## src/hdl/depar_action_pkg.sv

```systemverilog
package depar_action_pkg;

	localparam int ACTION_W = 16;

	// bit 0 is valid and bits 15..13 are unused
	typedef struct packed {
		logic [2:0] unused;
		logic [6:0] offset;
		logic [1:0] ctype;
		logic [2:0] idx;
		logic       valid;
	} action_t;

	localparam logic [1:0] CT_NONE = 2'b00;
	localparam logic [1:0] CT_2B   = 2'b01;
	localparam logic [1:0] CT_4B   = 2'b10;
	localparam logic [1:0] CT_6B   = 2'b11;

	// containers of each size
	localparam int NUM_CONT = 8;
	localparam int C2_BASE  = 0;
	localparam int C4_BASE  = C2_BASE + NUM_CONT * 16;
	localparam int C6_BASE  = C4_BASE + NUM_CONT * 32;
	localparam int PHV_W    = C6_BASE + NUM_CONT * 48;

	typedef logic [PHV_W-1:0] phv_t;
	typedef logic [47:0] field_t; // right-justified

	localparam int RAM_ADDR_W = 5;
	localparam int TBL_IDX_LO = 4; // vlan id bits 8..4

	localparam int CTRL_MOD_ID_BYTE = 14;
	localparam int CTRL_ADDR_BYTE   = 16;

endpackage

```

## src/hdl/depar_stream_pkg.sv

```systemverilog
package depar_stream_pkg;

	localparam int DATA_W = 256;
	localparam int KEEP_W = DATA_W / 8;
	localparam int VLAN_W = 12;

	typedef logic [DATA_W-1:0] data_t;
	typedef logic [KEEP_W-1:0] keep_t;

	// beat 0 in the low half with byte 0 in the lowest bits
	typedef logic [2*DATA_W-1:0] hdr_data_t;
	typedef logic [2*KEEP_W-1:0] hdr_keep_t;

	// output source
	typedef enum logic [1:0] {
		SEL_BEAT0 = 2'd0,
		SEL_BEAT1 = 2'd1,
		SEL_PASS  = 2'd2
	} beat_sel_t;

endpackage

```

## src/hdl/depar_cfg_loader.sv

```systemverilog
`timescale 1ns/10ps

module depar_cfg_loader #(
	parameter int         NUM_ACTIONS = 4,
	parameter logic [2:0] MOD_ID      = 3'd5
) (
	input  logic                                              clk,
	input  logic                                              aresetn,
	input  depar_stream_pkg::data_t                           ctrl_tdata,
	input  logic                                              ctrl_tvalid,
	input  logic                                              ctrl_tlast,
	output logic                                              tbl_wr_en,
	output logic [depar_action_pkg::RAM_ADDR_W-1:0]           tbl_wr_addr,
	output logic [NUM_ACTIONS*depar_action_pkg::ACTION_W-1:0] tbl_wr_entry
);

	localparam int ENTRY_W     = NUM_ACTIONS * depar_action_pkg::ACTION_W;
	localparam int ENTRY_BYTES = ENTRY_W / 8;

	typedef enum logic [1:0] {WAIT_B0, WAIT_B1, WAIT_B2, SKIP} state_t;

	state_t             state;
	logic               id_match;
	logic [ENTRY_W-1:0] beat_entry;

	assign id_match = (ctrl_tdata[depar_action_pkg::CTRL_MOD_ID_BYTE*8 +: 3] == MOD_ID);

	// byte 0 of beat 2 is the top byte of the entry
	always_comb begin
		for (int k = 0; k < ENTRY_BYTES; k++) begin
			beat_entry[(ENTRY_BYTES-1-k)*8 +: 8] = ctrl_tdata[k*8 +: 8];
		end
	end

	always_ff @(posedge clk) begin
		if (!aresetn) begin
			state     <= WAIT_B0;
			tbl_wr_en <= 1'b0;
		end else begin
			tbl_wr_en <= 1'b0;
			if (ctrl_tvalid) begin
				case (state)
					WAIT_B0: if (!ctrl_tlast) state <= WAIT_B1;
					WAIT_B1: begin
						if (ctrl_tlast) state <= WAIT_B0; // too short to carry an entry
						else if (id_match) state <= WAIT_B2;
						else state <= SKIP;
					end
					WAIT_B2: begin
						tbl_wr_en <= 1'b1;
						state     <= ctrl_tlast ? WAIT_B0 : SKIP;
					end
					default: if (ctrl_tlast) state <= WAIT_B0;
				endcase
			end
		end
	end

	always_ff @(posedge clk) begin
		if (ctrl_tvalid && state == WAIT_B1)
			tbl_wr_addr <= ctrl_tdata[depar_action_pkg::CTRL_ADDR_BYTE*8 +:
				depar_action_pkg::RAM_ADDR_W];
		if (ctrl_tvalid && state == WAIT_B2)
			tbl_wr_entry <= beat_entry;
	end

endmodule

```

## config.mk

```make
export PLATFORM = sky130hd
export DESIGN_NAME = depar_cfg_loader
export DESIGN_NICKNAME = d
export VERILOG_FILES = /design/src/hdl/depar_action_pkg.sv /design/src/hdl/depar_stream_pkg.sv /design/src/hdl/depar_cfg_loader.sv
export SDC_FILE = /design/constraint.sdc
export NUM_CORES = 1
export LEC_CHECK = 0
export BUFFER_PORTS_ARGS = -buffer_cell sky130_fd_sc_hd__buf_2
export CAP_MARGIN = 20
export CELL_PAD_IN_SITES_DETAIL_PLACEMENT = 2
export CELL_PAD_IN_SITES_GLOBAL_PLACEMENT = 2
export CORE_AREA = 2 2 128 130
export CTS_BUF_LIST = sky130_fd_sc_hd__clkbuf_4 sky130_fd_sc_hd__clkbuf_8 sky130_fd_sc_hd__clkbuf_16
export CTS_CLUSTER_DIAMETER = 100
export CTS_CLUSTER_SIZE = 40
export DETAILED_ROUTE_END_ITERATION = 8
export DIE_AREA = 0 0 130 132
export PLACE_DENSITY = 0.83
export SYNTH_ARGS = -nofsm -noshare
export SYNTH_HDL_FRONTEND = slang
export SYNTH_SLANG_ARGS = --single-unit
```

## constraint.sdc

```tcl
create_clock -name clk -period 2.94 [get_ports clk]
set_clock_uncertainty 0.15 [all_clocks]
set_input_delay 0 -clock clk [delete_from_list [all_inputs] [get_ports clk]]
set_output_delay 0 -clock clk [all_outputs]
set_load 0.03 [all_outputs]
```

## Yosys cells after proc, flatten, opt, wreduce, memory -nomap -nowiden

Index checks and enable logic that the tools add are counted.

| storage, ports and cells | value |
|---|---|
| register bits after elaboration | 72 |
| word-level logic and storage cells | 21 |

| cells by class | value |
|---|---|
| reduce and logical (&&, ||, !) cells | 6 |
| multiplexer cells | 7 |
| equal/unequal tests | 4 |

Operator list:

| operator | number |
|---|---|
| 2-bit 2-to-1 mux | 4 |
| 2-bit one-hot mux with 3 select lines | 1 |
| 4-bit nonzero test | 1 |
| 3-bit == test, second input constant | 1 |
| 3-bit AND reduction | 1 |
| 2-bit by 1-bit == test with 1-bit output, second input constant | 1 |
| 2-bit == test, second input constant | 1 |
| 1-bit logical AND | 2 |
| 2-bit zero test | 1 |
| 1-bit 2-to-1 mux | 2 |
| 2-bit != test, second input constant | 1 |
| 2-bit AND reduction | 1 |

## Depth between registers and ports, before layout

Gate-level depths: netlist of the first run.

| depth | value |
|---|---|
| depth in word-level cells | 4 |
| depth in mapped cells | 2 |

## Least setup slack after synthesis of the first run

OpenSTA, ideal clock, no wires.

| timing | value |
|---|---|
| kind | flip-flop to flip-flop |
| start | reg state[0] |
| end | reg tbl_wr_entry[0] in the netlist's numbering, enable pin |
| slack | 0.422 ns |
| stages on the path, launching flop included | 2 |
| setup time | 0.430 ns |
| arrival time | 1.938 ns |
| buffers on the path | 0 |
| cell sequence | dfxtp_1 and3b_1 |

| between the ends | value |
|---|---|
| cells in the longest elaborated chain, start to end | 2 |

Ends and longest elaborated chain:

| element | RTL line | source |
|---|---|---|
| from (decl) | depar_cfg_loader.sv:22 | `state_t state;` |
| from (signal assigned) | depar_cfg_loader.sv:51 | `state <= ctrl_tlast ? WAIT_B0 : SKIP;` |
| 2-bit == test | depar_cfg_loader.sv:63 | `if (ctrl_tvalid && state == WAIT_B2)` |
| 1-bit logical AND | depar_cfg_loader.sv:63 |  |
| to (signal assigned) | depar_cfg_loader.sv:64 | `tbl_wr_entry <= beat_entry;` |
| to (decl) | depar_cfg_loader.sv:14 | `output logic [NUM_ACTIONS*depar_action_pkg::ACTION_W-1:0] tbl_wr_entry` |

Every way passes these cells.
A chain may end at the register's enable or synchronous reset.

## Worst setup path after layout of the first run

| timing | value |
|---|---|
| start | reg state[0] |
| end | reg tbl_wr_entry[14] in the netlist's numbering, enable pin |

Same word-level chain as after synthesis.

==> out/results.ini, run 1 <==
[timing]
worst_pin_slew_ns=0.452
max_freq_mhz=588
setup_viol=0
hold_viol_final=0
min_period_ns=1.70
hold_ws_ns=0.223
period_share=0.579
drv_slew=0
relSlewSlack=0.699
setup_tns_ns=0
rsz0062_at_grt=false

[synth]
yosysSeqAreaShare=0.971
synth_warnings=0
synth_most_common_cell=edfxtp_1
synthFlopType=edfxtp_1
synth_simple_gate_area_frac=0.0165
synth_area_leaders=edfxtp_1 94%, dfxtp_1 2.7%, nand3b_1 0.68%
synthMuxAreaShare=0
ys_top_cells_by_count=69 x edfxtp_1, 3 x dfxtp_1, 2 x nand3b_1
synth.cell_area_sq_um=2200
ys_async_sr_fraction=0
synth_xor_area_frac=0
synth_top_family_by_area=simple AND/OR/NAND/NOR gates
synth_fa_ha_area_frac=0
syn_inst=81
yosys.area.top_type_share=0.944
synth_compound_area_frac=0.0108
yosys.area.top_type=edfxtp_1
synth_edf_count=69
syn_nets=341
netlist-cell-type-count=10
avgSynthCellArea_sq_um=27.1
synth_seq_cells=72

[die]
die_h_microns=132
std_cell_rows=46
initial_core_util=0.140
die-area_sq_um=17200
dieWidth_microns=130
top_level_ports=330
design.core.area_sq_um=15700

[worst_hold_path]
min_path_cells=2
min_to=tbl_wr_entry[19]
hold_path_startpoint=ctrl_tdata[43]
holdCritPathClass=in2reg

[setup_path]
reg2reg_depth=2
rrSetupSlack_ns=1.24
arrival_ns=1.56
r2r-end=tbl_wr_entry[14]
path_class=reg2reg
worstPathRequired_ns=2.80
r2r_start=state[0]
critPathLaunchType=flop
critPathCaptureType=flop
critPathMaxFanout=48

[layout]
antenna_cells=0
finalNetCount=571
synthToLayoutAreaGrowth_pct=93.8
layout-drive-gt1-share=0.513

[pwr]
p_per_area_nw_per_um2=588
p_leak_nw=1.72
irDropWorstVdd_mv=0.253
power_mw=2.50

[placement]
port_buffers=145
dpl.hpwl_microns=5590
gp_congestion=0.663

[grt]
track_usage=0.105
grt_pass1_vias=2084
overflow=0
grt_max_degree=49
grt_pass1_wl_microns=12600
antenna_found_initial=1

[detailed_routing]
wl_per_cell_microns=16.4
ant_nets=0
drc=0
firstDrtPassIters=2
drt_iter0_drc=46
via_per_inst=3.25
wl_microns=8750
num_vias=1730

[cts]
cts_root_buffer=clkbuf_16
cts.clk_slew.worst_paths_ns=0.06
post_cts_buffers=0
clk_latency_ns=0.33
cts-buffers-inserted=9
htreeDepth=3
ctsLongestPathBuffers=2
clock_sinks=72
cts_tree=done

[status]
status=finished, final reports clean

[run]
drv_cap=0

-- timing repair --
action	4_1_cts	5_1_grt
endpoints found under the hold margin	72	0
gates resized for setup	0	0
hold buffers	73	0
-- placed cells by master, fill, tap and decap left out, drive strengths merged, types with 2 or more instances in the layout --
| cell type | n |
|---|---|
| clkinv | 5 |
| clkbuf | 9 |
| edfxtp | 69 |
| dlygate4sd3 | 73 |
| buf | 146 |
| dfxtp | 3 |
| nand3b | 2 |
| bufinv | 2 |
-- sequential cells by signal, indices dropped and copies added (netlist names) --
register,cells
state,2
tbl_wr_addr,5
tbl_wr_en,1
tbl_wr_entry,64
-- stage by stage --
step	instances	worst slack [ns]	utilization	instance area, sq um
6_report	532	1.24	0.271	4260
5_1_grt	532	1.14	0.271	4260
4_1_cts	532	1.25	0.271	4260
3_5_place_dp	443	1.26	0.204	3210
3_3_place_gp	443	1.31	0.204	3210
2_1_floorplan	81	0.422	-	2200
-- how the worst max path moves through the flow --
stage | start | end | slack, ns | cells past startpoint
detailed placement | state[0] | tbl_wr_entry[27] | 1.26 | 2
floorplan | state[0] | tbl_wr_entry[0] | 0.42 | 1
global route | state[0] | tbl_wr_entry[42] | 1.14 | 2
global placement | state[0] | tbl_wr_entry[25] | 1.31 | 2
finish | state[0] | tbl_wr_entry[14] | 1.24 | 2
CTS | state[0] | tbl_wr_entry[61] | 1.25 | 2
-- where the power goes --
group / switching (mW) / internal [mW] / leakage [nW]
clock network: 0.432 / 0.735 / 0.154
logic: 0.0772 / 0.111 / 0.916
registers: 0.00515 / 1.14 / 0.648
total: 0.514 / 1.99 / 1.72
-- worst max-delay path: stages (launching register included) --
cell,delay [ns]
dfxtp_1,0.34
and3b_2,0.54
buf_12,0.33
-- cell type report --
class	count	area [sq um]
Fill cell	1689	11500
Sequential cell	72	2130
Timing Repair Buffer	219	1480
Tap cell	216	270
Clock buffer	9	225
Clock inverter	7	86.3
Multi-Input combinational cell	8	61.3
Inverter	1	3.75
-- kinds of logic (layout without fill, tap and decap cells) --
logic type             count (synthesis)  after routing
AOI/OAI and AO/OA                      3              3
and+or+nand+nor                        5              5
DFF                                   72             72
buffers and inverters                  1            236
-- routing by layer --
layer | share of wire | vias to the layer above | global-route usage
met2 | 0.48 | 113 | 0.172
li1 | - | 787 | -
met5 | 0.0015 | - | 0
met1 | 0.37 | 809 | 0.103
met3 | 0.13 | 19 | 0.0690
met4 | 0.021 | 2 | 0.0466
Note: power is estimated with default switching activity, not from simulation.
==> inputs of run 2 (changes only) <==
--- a/config.mk
+++ b/config.mk
@@ -9,13 +9,12 @@
 export CAP_MARGIN = 20
 export CELL_PAD_IN_SITES_DETAIL_PLACEMENT = 2
 export CELL_PAD_IN_SITES_GLOBAL_PLACEMENT = 2
-export CORE_AREA = 2 2 128 130
+export CORE_UTILIZATION = 13
 export CTS_BUF_LIST = sky130_fd_sc_hd__clkbuf_4 sky130_fd_sc_hd__clkbuf_8 sky130_fd_sc_hd__clkbuf_16
 export CTS_CLUSTER_DIAMETER = 100
 export CTS_CLUSTER_SIZE = 40
 export DETAILED_ROUTE_END_ITERATION = 8
-export DIE_AREA = 0 0 130 132
-export PLACE_DENSITY = 0.83
+export PLACE_DENSITY = 0.82
 export SYNTH_ARGS = -nofsm -noshare
 export SYNTH_HDL_FRONTEND = slang
 export SYNTH_SLANG_ARGS = --single-unit
==> constraint.sdc (replaced) <==
create_clock -name clk -period 1.44 [get_ports clk]
set_clock_uncertainty 0.15 [all_clocks]
set_input_delay 0 -clock clk [delete_from_list [all_inputs] [get_ports clk]]
set_output_delay 0 -clock clk [all_outputs]
set_load 0.03 [all_outputs]
==> run 2 against run 1 <==
Clock-buffer cell count unchanged. Register-to-register slack worse by 1.2 ns. Critical path type unchanged. Critical path depth unchanged. Via count up 1.8%. Largest power group is now registers. Global-route usage down 0.81 points. Non-clock buffer count up 4. Combinational power up 110%.
==> out/results.ini, run 2 (synthesis gave the netlist of run 1 again) <==
[status]
status=finished, final reports clean

[die]
die-area_sq_um=17400  ; +1.5%
initial_core_util=0.133  ; -0.00687
std_cell_rows=47  ; +2.2%
design.core.area_sq_um=16500  ; +5.2%
top_level_ports=330  ; unchanged
dieWidth_microns=132  ; +1.5%
die_h_microns=132  ; about the same

[layout]
layout-drive-gt1-share=0.516  ; +0.00297
largest_register_ffs=64  ; unchanged
largest-register=tbl_wr_entry
regArea_sq_um=2130  ; about the same
antenna_cells=0  ; unchanged
reg_top3=tbl_wr_entry (64), tbl_wr_addr (5), state (2)
layout_commonest_cell=buf_2
fillCellCount=1790  ; +6.0%
final_area_sq_um=4270  ; +0.41%
synthToLayoutAreaGrowth_pct=94.6
finalNetCount=575  ; +0.70%
multiInputGateArea_sq_um=63.8  ; +4.1%
final_cell_mix=145 x buf_2, 75 x dlygate4sd3_1, 69 x edfxtp_1, 9 x clkbuf_16, 3 x clkinvlp_4

[detailed_routing]
drt_iter0_drc=46  ; unchanged
num_vias=1762  ; +1.8%
ant_nets=0  ; unchanged
drc=0  ; unchanged
wl_microns=8070  ; -7.8%
firstDrtPassIters=3  ; +1
wl_per_cell_microns=14.9  ; -9.1%
via_per_inst=3.26  ; +0.34%

[worst_hold_path]
min_to=tbl_wr_entry[48]
min_path_cells=2  ; unchanged
holdCritPathClass=in2reg
hold_path_startpoint=ctrl_tdata[8]

[cts]
cts_tree=done
ctsResizeCount=0  ; unchanged
clock_sinks=72  ; unchanged
cts.clk_slew.worst_paths_ns=0.06  ; about the same
ctsLongestPathBuffers=2  ; unchanged
htreeDepth=3  ; unchanged
clk_latency_ns=0.34  ; about the same
cts-buffers-inserted=9  ; unchanged
cts_root_buffer=clkbuf_16
post_cts_buffers=0  ; unchanged
hold_buffers=75  ; +2.7%

[pwr]
p_int_mw=3.73  ; +87%
switchingPower_mw=1.06  ; +110%
p_leak_nw=1.71  ; -0.75%
p_per_area_nw_per_um2=1120  ; +91%
switching_share=0.222  ; +0.0165
seqPwrFrac=0.489  ; +0.031
combPwrFrac=0.081  ; +0.006
irDropWorstVdd_mv=0.535  ; +110%
pwr-share-clk=0.429  ; -0.037

[setup_path]
critPathCaptureType=flop
r2r-end=tbl_wr_entry[22]
cp_cell_sequence=and3b_4 > buf_12
path_class=reg2reg
arrival_ns=1.25  ; -0.31 ns
critPathLaunchType=flop
crit_buf_inv=1  ; unchanged
crit_path_top_delay_cell=and3b_4
reg2reg_depth=2  ; unchanged
r2r_start=state[0]
slowest_delay_ns=0.35  ; -0.19 ns
worstPathRequired_ns=1.32  ; -1.48 ns
critPathTopFamily=simple AND/OR/NAND/NOR gates
rrSetupSlack_ns=0.07  ; -1.17 ns
critPathMaxFanout=31  ; -35%

[timing]
drv_slew=0  ; unchanged
hold_ws_ns=0.214  ; -0.00913 ns
setup_tns_ns=0  ; unchanged
max_freq_mhz=732  ; +24%
min_period_ns=1.37  ; -0.335 ns
hold_viol_final=0  ; unchanged
setup_viol=0  ; unchanged
worst_pin_slew_ns=0.238  ; -0.214 ns
rsz0062_at_grt=false
relSlewSlack=0.840  ; +0.141
period_share=0.949  ; +0.370

[grt]
grt_max_degree=32  ; -35%
track_usage=0.0970  ; -0.00815
antenna_found_initial=1  ; unchanged
overflow=0  ; unchanged
grt_pass1_vias=2037  ; -2.3%
grt_pass1_wl_microns=11900  ; -5.8%

[placement]
gp_congestion=0.725  ; +9.4%
dpl_cell_area_sq_um=3250  ; +1.1%
dpl.hpwl_microns=5050  ; -9.6%
port_buffers=145  ; unchanged

[run]
drv_cap=0  ; unchanged

run 2: routing by layer:
| metal | vias to the layer above | wire length, microns | track usage |
|---|---|---|---|
| met3 | 12 | 788 | 0.0488 |
| met1 | 837 | 2860 | 0.0880 |
| met5 | - | 10 | 0 |
| li1 | 795 | - | - |
| met4 | 2 | 154 | 0.0459 |
| met2 | 116 | 4260 | 0.178 |
run 2: how the worst max path moves through the flow:
stage	end	slack (ns)	cells after the start	from
6_report	tbl_wr_entry[22]	0.07	2	state[0]
5_1_grt	tbl_wr_entry[22]	0.04	2	state[0]
4_1_cts	tbl_wr_entry[5]	0.07	2	state[0]
3_5_place_dp	tbl_wr_entry[47]	0.07	2	state[0]
3_3_place_gp	tbl_wr_entry[12]	0.10	2	state[0]
2_1_floorplan	tbl_wr_entry[0]	-0.17	1	state[0]
run 2: power by group through the flow:
stage	combinational (mW)	sequential (mW)	clock [mW]
floorplan	0.0207	2.44	0
global placement	0.209	2.38	0
detailed placement	0.219	2.39	0
CTS	0.384	2.34	2.12
global route	0.414	2.34	2.19
finish	0.389	2.34	2.06
run 2: cell type report:
class | count | share of cell area
clock buffers | 9 | 0.0527
clock inverters | 7 | 0.0111
inverters | 1 | 0.000878
multi-input cells | 8 | 0.0149
flip-flops and latches | 72 | 0.499
well taps | 220 | 0.0644
repair buffers | 223 | 0.357
run 2: metrics by stage:
step | util | worst slack [ns] | std cells | total power, mW
3_3_place_gp | 0.197 | 0.101 | 449 | 2.59
5_1_grt | 0.259 | 0.0370 | 540 | 4.95
4_1_cts | 0.259 | 0.0676 | 540 | 4.84
2_1_floorplan | - | -0.167 | 81 | 2.46
6_report | 0.259 | 0.0735 | 540 | 4.79
3_5_place_dp | 0.197 | 0.0741 | 449 | 2.60
==> inputs of run 3 (changes only) <==
--- a/config.mk
+++ b/config.mk
@@ -14,6 +14,7 @@
 export CTS_CLUSTER_DIAMETER = 100
 export CTS_CLUSTER_SIZE = 40
 export DETAILED_ROUTE_END_ITERATION = 8
+export MAX_ROUTING_LAYER = met4
 export PLACE_DENSITY = 0.82
 export SYNTH_ARGS = -nofsm -noshare
 export SYNTH_HDL_FRONTEND = slang
==> run 3 against run 2 <==
Sequential share of layout area barely moved. Maximum frequency rose by 0.59%. Total power decreased by 0.22%. Clock-buffer cell count unchanged. Design area hardly changed. Sequential cell count unchanged. Clock power about the same. Setup slack improved by 0.0080 ns. Register-to-register slack about the same. Worst hold slack gained 0.0036 ns. Highest routed layer is now met4.
==> out/results.ini, run 3 (synthesis gave the netlist of run 1 again) <==
[layout]
final_area_sq_um=4280  ; about the same
largest-register=tbl_wr_entry
regArea_sq_um=2130  ; unchanged
fillCellCount=1789  ; -0.056%
multiInputGateArea_sq_um=63.8  ; unchanged
synthToLayoutAreaGrowth_pct=94.7  ; about the same
finalNetCount=575  ; unchanged
largest_register_ffs=64  ; unchanged
layout_commonest_cell=buf_2
final_cell_mix=145 x buf_2, 75 x dlygate4sd3_1, 69 x edfxtp_1, 9 x clkbuf_16, 3 x clkinvlp_4
reg_top3=tbl_wr_entry (64), tbl_wr_addr (5), state (2)
layout-drive-gt1-share=0.516  ; unchanged

[detailed_routing]
num_vias=1740  ; -1.2%
drt_iter0_drc=42  ; -8.7%
via_per_inst=3.22  ; -1.4%
drc=0  ; unchanged
ant_nets=0  ; unchanged
firstDrtPassIters=5  ; +2
wl_per_cell_microns=14.9  ; -0.53%
wl_microns=8040  ; -0.35%

[setup_path]
critPathCaptureType=flop
r2r-end=tbl_wr_entry[33]
rrSetupSlack_ns=0.08  ; about the same
path_class=reg2reg
r2r_start=state[0]
critPathMaxFanout=31  ; unchanged
reg2reg_depth=2  ; unchanged
critPathLaunchType=flop
arrival_ns=1.24  ; about the same
worstPathRequired_ns=1.32  ; about the same

[timing]
period_share=0.943  ; -0.00553
min_period_ns=1.36  ; -0.00797 ns
max_freq_mhz=736  ; +0.59%
drv_slew=0  ; unchanged
worst_pin_slew_ns=0.236  ; -0.00120 ns
setup_slack_ns=0.0815  ; +0.00797 ns
relSlewSlack=0.841  ; about the same
rsz0062_at_grt=false
hold_viol_final=0  ; unchanged
setup_viol=0  ; unchanged

[cts]
clock_sinks=72  ; unchanged
htreeDepth=3  ; unchanged
cts.clk_slew.worst_paths_ns=0.06  ; about the same
hold_buffers=75  ; unchanged
ctsResizeCount=0  ; unchanged
cts_tree=done
clk_latency_ns=0.34  ; about the same
cts_root_buffer=clkbuf_16
post_cts_buffers=0  ; unchanged
cts-buffers-inserted=9  ; unchanged
ctsLongestPathBuffers=2  ; unchanged

[die]
initial_core_util=0.133  ; unchanged
die-area_sq_um=17400  ; unchanged
dieWidth_microns=132  ; unchanged
std_cell_rows=47  ; unchanged
top_level_ports=330  ; unchanged
die_h_microns=132  ; unchanged
design.core.area_sq_um=16500  ; unchanged

[worst_hold_path]
min_to=tbl_wr_entry[48]
min_path_cells=2  ; unchanged
holdCritPathClass=in2reg
hold_path_startpoint=ctrl_tdata[8]

[grt]
antenna_found_initial=1  ; unchanged
grt_pass1_wl_microns=11900  ; +0.29%
track_usage=0.100  ; +0.00316
overflow=0  ; unchanged
grt_pass1_vias=2031  ; -0.29%
grt_max_degree=32  ; unchanged

[placement]
dpl_cell_area_sq_um=3250  ; unchanged
dpl.hpwl_microns=5050  ; unchanged
gp_congestion=0.734  ; +1.2%
port_buffers=145  ; unchanged
dp_slack_ns=0.0741  ; unchanged

[status]
status=finished, final reports clean

[pwr]
power_mw=4.78  ; -0.22%
irDropWorstVdd_mv=0.534  ; -0.25%
p_leak_nw=1.71  ; about the same
p_per_area_nw_per_um2=1120  ; -0.28%

[run]
drv_cap=0  ; unchanged

-- run 3: cell types whose count changed in the layout (fill, tap and decap cells not counted), sizes merged --
| cell | before | now |
|---|---|---|
| diode | 0 | 1 |
-- run 3: where the power goes --
part,internal (mW),switching (mW)
clock,1.16,0.886
sequential,2.33,0.0104
combinational,0.232,0.155
-- run 3: metrics by stage --
step / instances / hold WS, ns / utilization / TNS [ns]
after floorplan: 81 / -0.0511 / - / -10.72
after global placement: 449 / 0.0262 / 0.197 / 0
after detailed placement: 449 / 0.0284 / 0.197 / 0
after CTS: 540 / 0.194 / 0.259 / 0
after global routing: 541 / 0.213 / 0.259 / 0
final: 541 / 0.218 / 0.259 / 0
-- run 3: worst max-delay path, cell delays in order, from the launching register on --
cell     delay, ns
dfxtp_2       0.33
and3b_4       0.35
buf_12        0.21
-- run 3: how the worst max path moves through the flow --
stage,cells past startpoint,from,end
finish,2,state[0],tbl_wr_entry[33]
global route,2,state[0],tbl_wr_entry[33]
CTS,2,state[0],tbl_wr_entry[5]
detailed placement,2,state[0],tbl_wr_entry[47]
global placement,2,state[0],tbl_wr_entry[12]
floorplan,1,state[0],tbl_wr_entry[0]
-- run 3: final cells by class --
type,instances,area share
sequential,72,0.499
timing repair buffer,223,0.356
tap,220,0.0644
clock buffer,9,0.0527
multi-input combinational,8,0.0149
clock inverter,7,0.0111
inverter,1,0.000878
antenna,1,0.000585
-- run 3: layer usage --
metal  up-vias  global-route usage  share of wire  wire (microns)
met2       114               0.179           0.53            4230
met5         -                   -              0               0
met3        11              0.0431          0.088             707
met4         0              0.0459          0.023             181
li1        795                   -              -               -
met1       820              0.0917           0.36            2920
